==> src/logic/sound_params.svh <==
/*
  Shared constants for the sound path. FIFO depth must stay a power of two
  and at most 16, since the fill level type is five bits wide.
*/
`ifndef SOUND_PARAMS_SVH
`define SOUND_PARAMS_SVH

//----------------------------------------------------------------------
// sample buffer and pacing
//----------------------------------------------------------------------
`define SND_FIFO_DEPTH        16    // entries, power of two
`define SND_PERIOD_RESET      520   // clk cycles per sample, ~96 kHz at 50 MHz

//----------------------------------------------------------------------
// register map
//----------------------------------------------------------------------
`define SND_MGMT_PERIOD_ADDR  257   // mgmt slave, sample period [9:0]
`define SND_IO_RESET_ADDR     6     // dsp reset, bit 0 flushes buffer
`define SND_IO_DATA_ADDR      12    // direct output write, status read
`define SND_IO_LEVEL_ADDR     14    // buffer fill count

`endif

==> src/logic/sound_pkg.sv <==
/*
  Types shared by the DSP port, the sample buffer and the mixer.
  PCM values are two's complement, DSP samples are offset binary.
*/
`default_nettype none

package sound_pkg;

    //------------------------------------------------------------------
    // sample formats
    //------------------------------------------------------------------
    typedef logic        [7:0]  dsp_sample_t;   // unsigned, 8'h80 is silence
    typedef logic signed [15:0] pcm_t;          // signed 16-bit audio

    //------------------------------------------------------------------
    // bus and status fields
    //------------------------------------------------------------------
    typedef logic        [3:0]  io_addr_t;      // offset within the 16-byte window
    typedef logic        [4:0]  fifo_level_t;   // 0..16 entries

endpackage

`default_nettype wire

==> src/logic/dsp_port.sv <==
/*
  Byte-wide host slave for DSP reset, direct output and status.
  No wait states; reads are combinational. Full buffer silently drops writes.
*/
`timescale 1ns/1ps
`default_nettype none
`include "sound_params.svh"

module dsp_port (
    input  wire logic                   clk,
    input  wire logic                   rst_n,

    // host io slave
    input  wire sound_pkg::io_addr_t    io_address,
    input  wire logic                   io_read,
    input  wire logic                   io_write,
    input  wire sound_pkg::dsp_sample_t io_writedata,
    output logic [7:0]                  io_readdata,

    // buffer status
    input  wire logic                   full,
    input  wire sound_pkg::fifo_level_t level,

    // mixer event
    input  wire logic                   underrun,

    // buffer write side
    output logic                        push,
    output sound_pkg::dsp_sample_t      push_data,
    output logic                        flush
);

    import sound_pkg::*;

    //------------------------------------------------------------------
    // address decode
    //------------------------------------------------------------------
    logic sel_reset;        // dsp reset register
    logic sel_data;         // direct output / status
    logic sel_level;        // fill level
    logic status_rd;        // host reads status this cycle
    logic underrun_flag;    // sticky until status read

    assign sel_reset = (io_address == io_addr_t'(`SND_IO_RESET_ADDR));
    assign sel_data  = (io_address == io_addr_t'(`SND_IO_DATA_ADDR));
    assign sel_level = (io_address == io_addr_t'(`SND_IO_LEVEL_ADDR));

    //------------------------------------------------------------------
    // write side
    //------------------------------------------------------------------
    assign push      = io_write && sel_data;                    // one pulse per access
    assign push_data = io_writedata;                            // sample rides with push
    assign flush     = io_write && sel_reset && io_writedata[0]; // bit 0 drops buffer

    //------------------------------------------------------------------
    // underrun flag
    //------------------------------------------------------------------
    assign status_rd = io_read && sel_data;

    always_ff @(posedge clk or negedge rst_n) begin
        if (!rst_n) begin
            underrun_flag <= 1'b0;
        end else if (underrun) begin
            underrun_flag <= 1'b1;          // new event wins over a clearing read
        end else if (status_rd) begin
            underrun_flag <= 1'b0;          // cleared after the read returns it
        end
    end

    //------------------------------------------------------------------
    // read mux
    //------------------------------------------------------------------
    always_comb begin
        if (sel_data) begin
            io_readdata = {full, underrun_flag, 6'b000000};    // 0x80 full, 0x40 underrun
        end else if (sel_level) begin
            io_readdata = {3'b000, level};                     // 0..16
        end else begin
            io_readdata = 8'hFF;                               // unmapped
        end
    end

endmodule

`default_nettype wire

==> src/logic/sample_fifo.sv <==
/*
  Ring buffer of DSP samples. DEPTH must be a power of two, at most 16.
  Push while full is dropped; pop_data is valid only while empty is low.
*/
`timescale 1ns/1ps
`default_nettype none
`include "sound_params.svh"

module sample_fifo #(
    parameter int DEPTH = `SND_FIFO_DEPTH
) (
    input  wire logic                   clk,
    input  wire logic                   rst_n,
    input  wire logic                   push,
    input  wire sound_pkg::dsp_sample_t push_data,
    input  wire logic                   pop,
    input  wire logic                   flush,
    output sound_pkg::dsp_sample_t      pop_data,
    output logic                        empty,
    output logic                        full,
    output sound_pkg::fifo_level_t      level
);

    import sound_pkg::*;

    localparam int AW = $clog2(DEPTH);  // index width

    //------------------------------------------------------------------
    // storage and pointers
    //------------------------------------------------------------------
    dsp_sample_t mem [DEPTH];
    logic [AW:0] wr_ptr;                // extra msb tells full from empty
    logic [AW:0] rd_ptr;
    logic        do_push;
    logic        do_pop;

    assign empty   = (wr_ptr == rd_ptr);
    assign full    = (wr_ptr[AW] != rd_ptr[AW]) && (wr_ptr[AW-1:0] == rd_ptr[AW-1:0]);
    assign do_push = push && !full;     // overflow drops the byte
    assign do_pop  = pop && !empty;

    assign pop_data = mem[rd_ptr[AW-1:0]];              // head, shown without a read cycle
    assign level    = fifo_level_t'(wr_ptr - rd_ptr);   // wraps cleanly with msb

    always_ff @(posedge clk or negedge rst_n) begin
        if (!rst_n) begin
            wr_ptr <= '0;
            rd_ptr <= '0;
        end else if (flush) begin
            wr_ptr <= '0;               // flush beats push and pop
            rd_ptr <= '0;
        end else begin
            if (do_push) begin
                wr_ptr <= wr_ptr + 1'b1;
            end
            if (do_pop) begin
                rd_ptr <= rd_ptr + 1'b1;
            end
        end
    end

    always_ff @(posedge clk) begin
        if (do_push) begin
            mem[wr_ptr[AW-1:0]] <= push_data;
        end
    end

endmodule

`default_nettype wire

==> src/logic/sample_mixer.sv <==
/*
  Sample-rate pacer and stereo mixer. New period loads at the end of the
  running one; values below 4 clamp to 4. Outputs wrap at 16 bits.
*/
`timescale 1ns/1ps
`default_nettype none
`include "sound_params.svh"

module sample_mixer (
    input  wire logic                   clk,
    input  wire logic                   rst_n,

    // management slave
    input  wire logic [8:0]             mgmt_address,
    input  wire logic                   mgmt_write,
    input  wire logic [31:0]            mgmt_writedata,

    // buffer read side
    input  wire logic                   empty,
    input  wire sound_pkg::dsp_sample_t pop_data,
    input  wire logic                   flush,
    output logic                        pop,
    output logic                        underrun,

    // fm pair, sampled on each tick
    input  wire sound_pkg::pcm_t        fm_sample_l,
    input  wire sound_pkg::pcm_t        fm_sample_r,

    // mixed output
    output sound_pkg::pcm_t             sample_l,
    output sound_pkg::pcm_t             sample_r,
    output logic                        sample_strobe
);

    import sound_pkg::*;

    // quarter dsp plus half fm, same weights as the card mixer
    function automatic pcm_t mix(input pcm_t dsp, input pcm_t fm);
        return (dsp >>> 2) + (fm >>> 1);
    endfunction

    //------------------------------------------------------------------
    // period register and tick counter
    //------------------------------------------------------------------
    logic [9:0] period;         // clk cycles per sample
    logic [9:0] tick_cnt;       // counts down to zero
    logic       tick;

    assign tick = (tick_cnt == 10'd0);

    always_ff @(posedge clk or negedge rst_n) begin
        if (!rst_n) begin
            period <= 10'(`SND_PERIOD_RESET);
        end else if (mgmt_write && mgmt_address == 9'(`SND_MGMT_PERIOD_ADDR)) begin
            period <= (mgmt_writedata[9:0] < 10'd4) ? 10'd4 : mgmt_writedata[9:0];
        end
    end

    always_ff @(posedge clk or negedge rst_n) begin
        if (!rst_n) begin
            tick_cnt <= 10'(`SND_PERIOD_RESET - 1);
        end else if (tick) begin
            tick_cnt <= period - 10'd1;     // picks up a new period here
        end else begin
            tick_cnt <= tick_cnt - 10'd1;
        end
    end

    //------------------------------------------------------------------
    // fetch and conversion
    //------------------------------------------------------------------
    pcm_t popped_pcm;           // head byte as signed pcm
    pcm_t held_pcm;             // last sample taken, kept over underrun
    pcm_t next_pcm;

    assign pop        = tick && !empty;
    assign underrun   = tick && empty;      // port keeps the sticky copy
    assign popped_pcm = {~pop_data[7], pop_data[6:0], pop_data};
    assign next_pcm   = flush ? '0 : (pop ? popped_pcm : held_pcm);

    always_ff @(posedge clk or negedge rst_n) begin
        if (!rst_n) begin
            held_pcm <= '0;
        end else begin
            held_pcm <= next_pcm;           // only moves on pop or flush
        end
    end

    //------------------------------------------------------------------
    // output registers
    //------------------------------------------------------------------
    always_ff @(posedge clk or negedge rst_n) begin
        if (!rst_n) begin
            sample_l      <= '0;
            sample_r      <= '0;
            sample_strobe <= 1'b0;
        end else begin
            sample_strobe <= tick;          // high the cycle after the tick
            if (tick) begin
                sample_l <= mix(next_pcm, fm_sample_l);
                sample_r <= mix(next_pcm, fm_sample_r);
            end
        end
    end

endmodule

`default_nettype wire

==> src/logic/sound_top.sv <==
/*
  Sound path top. FM samples must already be in the clk domain.
  Host polls status to avoid overflowing the sample buffer.
*/
`timescale 1ns/1ps
`default_nettype none
`include "sound_params.svh"

module sound_top (
    input  wire logic                   clk,
    input  wire logic                   rst_n,

    // host io slave
    input  wire sound_pkg::io_addr_t    io_address,
    input  wire logic                   io_read,
    input  wire logic                   io_write,
    input  wire sound_pkg::dsp_sample_t io_writedata,
    output logic [7:0]                  io_readdata,

    // management slave
    input  wire logic [8:0]             mgmt_address,
    input  wire logic                   mgmt_write,
    input  wire logic [31:0]            mgmt_writedata,

    // fm pair and mixed output
    input  wire sound_pkg::pcm_t        fm_sample_l,
    input  wire sound_pkg::pcm_t        fm_sample_r,
    output sound_pkg::pcm_t             sample_l,
    output sound_pkg::pcm_t             sample_r,
    output logic                        sample_strobe
);

    import sound_pkg::*;

    //------------------------------------------------------------------
    // internal nets
    //------------------------------------------------------------------
    logic        push;
    dsp_sample_t push_data;
    logic        flush;
    logic        pop;
    dsp_sample_t pop_data;
    logic        empty;
    logic        full;
    fifo_level_t level;
    logic        underrun;

    dsp_port u_dsp_port (
        .clk          (clk),
        .rst_n        (rst_n),
        .io_address   (io_address),
        .io_read      (io_read),
        .io_write     (io_write),
        .io_writedata (io_writedata),
        .io_readdata  (io_readdata),
        .full         (full),
        .level        (level),
        .underrun     (underrun),
        .push         (push),
        .push_data    (push_data),
        .flush        (flush)
    );

    sample_fifo #(
        .DEPTH        (`SND_FIFO_DEPTH)
    ) u_sample_fifo (
        .clk          (clk),
        .rst_n        (rst_n),
        .push         (push),
        .push_data    (push_data),
        .pop          (pop),
        .flush        (flush),
        .pop_data     (pop_data),
        .empty        (empty),
        .full         (full),
        .level        (level)
    );

    sample_mixer u_sample_mixer (
        .clk            (clk),
        .rst_n          (rst_n),
        .mgmt_address   (mgmt_address),
        .mgmt_write     (mgmt_write),
        .mgmt_writedata (mgmt_writedata),
        .empty          (empty),
        .pop_data       (pop_data),
        .flush          (flush),
        .pop            (pop),
        .underrun       (underrun),
        .fm_sample_l    (fm_sample_l),
        .fm_sample_r    (fm_sample_r),
        .sample_l       (sample_l),
        .sample_r       (sample_r),
        .sample_strobe  (sample_strobe)
    );

endmodule

`default_nettype wire

==> config.mk <==
export PLATFORM = sky130hd
export DESIGN_NAME = sound_top
export DESIGN_NICKNAME = d
export VERILOG_FILES = /design/src/logic/sound_pkg.sv /design/src/logic/dsp_port.sv /design/src/logic/sample_fifo.sv /design/src/logic/sample_mixer.sv /design/src/logic/sound_top.sv
export VERILOG_INCLUDE_DIRS = /design/src /design/src/logic
export SDC_FILE = /design/constraint.sdc
export NUM_CORES = 1
export LEC_CHECK = 0
export ABC_CLOCK_PERIOD_IN_PS = 8560
export BUFFER_PORTS_ARGS = -buffer_cell sky130_fd_sc_hd__buf_4
export CAP_MARGIN = 0
export CORE_ASPECT_RATIO = 1.5
export CORE_MARGIN = 2
export CORE_UTILIZATION = 58
export CTS_CLUSTER_SIZE = 20
export DETAILED_ROUTE_END_ITERATION = 8
export PLACE_DENSITY = 0.81
export SLEW_MARGIN = 10
export SYNTH_ARGS = -nofsm -noshare
export SYNTH_HDL_FRONTEND = slang
export SYNTH_SLANG_ARGS = --single-unit
==> constraint.sdc <==
create_clock -name clk -period 8.56 [get_ports clk]
set_input_delay 1.712 -clock clk [delete_from_list [all_inputs] [get_ports clk]]
set_output_delay 1.712 -clock clk [all_outputs]
set_load 0.005 [all_outputs]
======== Yosys cells after proc, flatten, opt, wreduce, memory -nomap -nowiden ========
Memory sizes are Yosys's and may differ from the RTL's.
Cells that the tools add are included.
storage, ports and cells
  bits in writable memories ............... 128
  output and inout bits ................... 41
  memories ................................ 1
  register bits ........................... 78
memories
  memory             words  width  rd ports  clocked after Yosys merged registers in  wr ports  RTL line           source
  u_sample_fifo.mem  16     8      1         0                                        1         sample_fifo.sv:31  dsp_sample_t mem [DEPTH];
cells by class
  reductions and logical operators ........ 16
  multiplexer cells ....................... 14
  bitwise gates (word level) .............. 1
  equal/unequal tests ..................... 7
  $lt $le $gt $ge ......................... 1
  add/sub/neg operators ................... 7
operators with widths
  cell                                                         count
  adder 14 x 15 -> 16 bit                                      2
  two-way mux 16 bit                                           2
  two-way mux 10 bit                                           2
  two-way mux 5 bit                                            4
  subtractor 10 x 1 -> 10 bit, second input constant           2
  two-way mux 8 bit                                            2
  adder 5 x 1 -> 5 bit, second input constant                  2
  logical AND 1 bit                                            10
  logical NOT 10 bit                                           1
  less-than comparator 10 x 3 -> 1 bit, second input constant  1
  == test 9 bit, second input constant                         1
  == test 4 bit, second input constant                         2
  nonzero test 2 bit                                           3
  == test 5 bit                                                1
  subtractor 5 bit                                             1
  == test 4 x 3 -> 1 bit, second input constant                1
  == test 4 bit                                                1
  two-way mux 1 bit                                            4
  logical NOT 1 bit                                            2
  inequality test 1 bit                                        1
  inverter 1 bit                                               1

======== Logic depth before layout (Yosys ltp) ========
  word-level depth ........................ 6
  depth in mapped cells ................... 18
  mapped depth without buffers ............ 16

======== Modules after synthesis ========
A second synthesis with hierarchy kept.
second synthesis, totals
  cells, all modules ...................... 786
  area total of the unflattened synthesis .. 9982.1 um^2
modules (own cells, without submodules)
  module        times used  area each (um^2)  cells each
  sample_fifo   1           5684.2            311
  sample_mixer  1           4083.9            442
  dsp_port      1           214.0             33

======== Least setup slack after synthesis ========
OpenSTA, ideal clock, no wires.
  path type ............................... register to register
  start point ............................. register u_sample_fifo.rd_ptr[1]
  end point ............................... register u_sample_mixer.sample_l[12]
  data required time ...................... 8.491 ns
  slack ................................... 4.077 ns
  cell stages (with the launch flop) ...... 19
  arrival time ............................ 4.415 ns
  path buffers ............................ 2
  clock period less this slack ............ 4.483 ns
  setup time .............................. 0.069 ns
  cell sequence ........................... dfrtp_1 clkbuf_1 clkbuf_1 inv_1 ha_1 and4_1 nor2b_1 nor2_4 nor2_1 a21o_1 ha_1 inv_1 fa_1 nor2b_1 o2111ai_1 nand3_1 a21boi_0 or4b_1 nand3_1
on the way
  word-level cells in the longest chain between the ends .. 6
ends and longest elaborated chain
  element                                                                           RTL line             source
  from (decl)                                                                       sample_fifo.sv:33    logic [AW:0] rd_ptr;
  from (signal assigned)                                                            sample_fifo.sv:57    rd_ptr <= rd_ptr + 1'b1;
  parallel branches: the longest is 3 deep, another holds memory read (16 x 8 bit)  --
  two-way mux 16 bit (*) (2 in a row)                                               sample_mixer.sv:79   assign next_pcm = flush ? '0 : (pop ? popped_pcm : held_pcm);
  named net u_sample_mixer.next_pcm[2]                                              sample_mixer.sv:74   pcm_t next_pcm;
  adder 14 x 15 -> 16 bit (*)                                                       sample_mixer.sv:39   return (dsp >>> 2) + (fm >>> 1);
  to (signal assigned)                                                              sample_mixer.sv:100  sample_l <= mix(next_pcm, fm_sample_l);
  to (decl)                                                                         sample_mixer.sv:30   output sound_pkg::pcm_t sample_l,
Mark *: on every way through the listed nets, which the timed path passes. The select of a mux whose other input is x is not followed.
A chain may end at the register's enable or synchronous reset.

======== Final worst setup path ========
  start point ............................. register u_sample_fifo.rd_ptr[2]
  end point ............................... register u_sample_mixer.sample_r[14]
on the way
  word-level cells in the longest chain between the ends .. 6
ends and longest elaborated chain
  element                                                                           RTL line             source
  parallel branches: the longest is 3 deep, another holds memory read (16 x 8 bit)  --
  two-way mux 16 bit (*) (2 in a row)                                               sample_mixer.sv:79
  named net u_sample_mixer.next_pcm[4]                                              sample_mixer.sv:74
  adder 14 x 15 -> 16 bit (*)                                                       sample_mixer.sv:39
  to (signal assigned)                                                              sample_mixer.sv:101  sample_r <= mix(next_pcm, fm_sample_r);
  to (decl)                                                                         sample_mixer.sv:31   output sound_pkg::pcm_t sample_r,
Marked as above.

==> impl_metrics.env <==
export IMPL_status="finished clean"
export IMPL_antenna_cells=0
export IMPL_antenna_found_initial=0
export IMPL_final_area_um2=11500
export IMPL_yosysTopAreaCell="edfxtp_1"
export IMPL_cts_tree="done"
export IMPL_rr_worst_depth=16
export IMPL_ant_nets=0
export IMPL_ios=131
export IMPL_synth_top_cell_area_share_pct=39.3
export IMPL_vdd_drop_max_uv=219
export IMPL_cts_sinks=206
export IMPL_layout_drive_gt1_share_pct=24.4
export IMPL_fin_skew_ps=11.0
export IMPL_numPortBuffers=106
export IMPL_synth_area_um2=9780
export IMPL_fin_nets=988
export IMPL_multiInputGateArea_um2=3780
export IMPL_path_clk_slew_ps=70
export IMPL_cts_buffer_depth=3
export IMPL_fin_crit_sh_pct=58.3
export IMPL_synthFlopType="edfxtp_1"
export IMPL_synth_seq_cells=206
export IMPL_layout_min_cycle_time_ps=4990
export IMPL_grt_max_degree=79
export IMPL_tns_ps=0
export IMPL_die_area_um2=17900
export IMPL_seq_area_frac_synth_pct=59.3
export IMPL_end_kind="flop"
export IMPL_hold_violations=0
export IMPL_fmax_ghz=0.200
export IMPL_vias=6557
export IMPL_critical_path_buf_inv_count=2
export IMPL_die_h_um=163
export IMPL_start_util_pct=58.9
export IMPL_min_from="u_sample_mixer.sample_l[0]"
export IMPL_critPathKind="reg -> reg"
export IMPL_synth_distinct_cells=64
export IMPL_htreeDepth=1
export IMPL_synth_area_per_cell_um2=13.2
export IMPL_yosys_top_cells_area="edfxtp_1, dfrtp_1, mux4_2"
export IMPL_reg2reg_from="u_sample_fifo.rd_ptr[2]"
export IMPL_crit_family="simple AND/OR/NAND/NOR gates"
export IMPL_whs_path_depth=2
export IMPL_min_to="u_sample_mixer.sample_l[0]"
export IMPL_tightest_slew_ps=1000
export IMPL_numPlacedInstances=1043
export IMPL_worstPathMaxFanout=12
export IMPL_num_fill_cells=1116
export IMPL_report_final_slew_viol_count=0
export IMPL_dr_pass1_iters=5
export IMPL_grt_usage_pct=25.4
export IMPL_setup_violations=0
export IMPL_place_gp_congestion=0.941
export IMPL_gr_total_overflow=0
export IMPL_yosysWarnings=0
export IMPL_syn_to_final_growth_pct=17.6
export IMPL_instances_no_fill=1079
export IMPL_hold_path_class="reg -> reg"
export IMPL_cts_root_buf="clkbuf_16"
export IMPL_hpwl_mm=15.6
export IMPL_fp_coreArea_um2=16600
export IMPL_drv_cap=0
export IMPL_power_density_nw_per_um2=216
export IMPL_finalWorstSetupSlack_ps=3570
export IMPL_max_stage_delay_ps=720
export IMPL_synth_edf_count=128
export IMPL_async_flop_share_pct=37.9
export IMPL_clock_latency_ps=490
export IMPL_fin_total_pwr_mw=2.48
export IMPL_post_cts_buffers=0
export IMPL_arrival_ps=5390
export IMPL_drc=0
export IMPL_place_area_um2=10800
export IMPL_grt_pass1_wl_mm=34.7
export IMPL_pre_cts_slack_ps=3490
export IMPL_synth_nets=876
export IMPL_rrSetupSlack_ps=3570
export IMPL_synthTopCellsByCount="edfxtp_1, nand2_1, dfrtp_1"
export IMPL_startpoint_type="flop"
export IMPL_wl_mm=22.2
export IMPL_r2r_end="u_sample_mixer.sample_r[14]"
export IMPL_crit_chain="inv_2 > ha_1 > and4_1 > nor2b_1 > buf_4 > nor2_4 > nor2_1 > nand2_1 > nand2_1 > ha_1 > nor2b_1 > o31a_1 > o31ai_1 > a21oi_1 > o21a_1 > o31ai_1"
export IMPL_drtIter0Drc=505
export IMPL_slowest_stage="dfrtp_1"
export IMPL_num_rows=58
export IMPL_post_drt_wl_per_cell_um=20.6
export IMPL_seq_area_um2=5800
export IMPL_synthCells=743
export IMPL_yosysMostFrequentCell="edfxtp_1"
export IMPL_cts_resized=0
export IMPL_cp_required_ps=8960
export IMPL_leakage_nw=4.59
export IMPL_grt_setup_unrepaired="false"
export IMPL_die_w_um=110
export IMPL_utilization_pct=69.2
export IMPL_whs_ps=479
export IMPL_cts_made_buffers=20
export IMPL_ctsHoldBuffers=0
export IMPL_grt_pass1_vias=7003
export IMPL_slew_headroom_pct=33.1
export IMPL_via_per_inst=6.08
tightest hold or removal path, stage by stage (launching register included):
cell     delay (ps)
dfrtp_1         340
nand2_1          50
nand2_1          50
per-layer routing:
metal / global-route usage (%) / vias up / share of wire, %
met2: 47.9 / 255 / 56
met4: 11.0 / 0 / 4.1
li1: - / 3005 / -
met1: 27.8 / 3232 / 35
met5: 0 / - / 0
met3: 3.19 / 65 / 4.8
power breakdown:
group          total (mW)  internal [mW]  leakage [nW]  switching, mW
Sequential           1.16           1.11          2.10         0.0488
Combinational       0.377          0.172          2.15          0.206
Clock               0.944          0.572         0.340          0.371
Total                2.48           1.86          4.59          0.626
placed cells by master (no fill, tap or decap), types with 4 or more instances in the layout:
cell type	synthesis	final
a211oi_1	5	5
a21o_1	14	14
a21oi_1	36	36
a31oi_1	6	6
and3_1	5	5
buf_4	3	116
bufinv_16	0	4
clkbuf_16	0	21
dfrtp_1	72	71
dfstp_2	6	6
edfxtp_1	128	128
ha_1	40	40
inv_1	16	16
mux2_2	8	8
mux4_2	37	37
nand2_1	93	93
nand2b_1	6	6
nand3_1	17	17
nand3b_1	5	5
nand4_1	6	6
nor2_1	46	46
nor2b_1	9	9
nor3_1	14	13
nor3b_1	4	4
o21ai_0	47	47
o31ai_1	7	7
xnor2_1	16	16
xor2_1	19	19
registers in the layout (all words and copies together), names as in the netlist, 5 cells and up:
signal,cells
u_sample_fifo.mem,128
u_sample_mixer.sample_l,16
u_sample_mixer.sample_r,16
u_sample_mixer.held_pcm,14
u_sample_mixer.period,10
u_sample_mixer.tick_cnt,10
u_sample_fifo.rd_ptr,5
u_sample_fifo.wr_ptr,5
area by class of cell:
type | count | area share [%]
sequential | 206 | 50.5
multi-input combinational | 493 | 32.9
timing repair buffer | 116 | 7.57
clock buffer | 23 | 4.63
tap | 210 | 2.28
clock inverter | 13 | 1.57
inverter | 18 | 0.587
worst max path at each step:
| stage | from | endpoint | slack [ps] | depth (start not counted) |
|---|---|---|---|---|
| floorplan | u_sample_fifo.rd_ptr[1] | u_sample_mixer.sample_l[12] | 4080 | 18 |
| global placement | io_address[1] | u_sample_mixer.sample_r[14] | 3640 | 14 |
| detailed placement | io_address[1] | u_sample_mixer.sample_r[14] | 3490 | 14 |
| CTS | u_sample_fifo.rd_ptr[2] | u_sample_mixer.sample_r[14] | 3630 | 16 |
| global route | u_sample_fifo.rd_ptr[2] | u_sample_mixer.sample_r[14] | 3280 | 16 |
| finish | u_sample_fifo.rd_ptr[2] | u_sample_mixer.sample_r[14] | 3570 | 16 |
logic make-up (layout without fill, tap and decap cells):
group	after synthesis	in the layout	share of synthesized area [%]
buffers and inverters	44	170	2.08
muxes	48	48	9.74
xor gates and xnor gates	35	35	3.13
and+or+nand+nor	231	231	11.4
DFF	206	206	59.3
adders and majority gates	43	43	5.73
AOI/OAI and AO/OA	136	136	8.61
No activity file was read; power rests on OpenSTA's default activity.
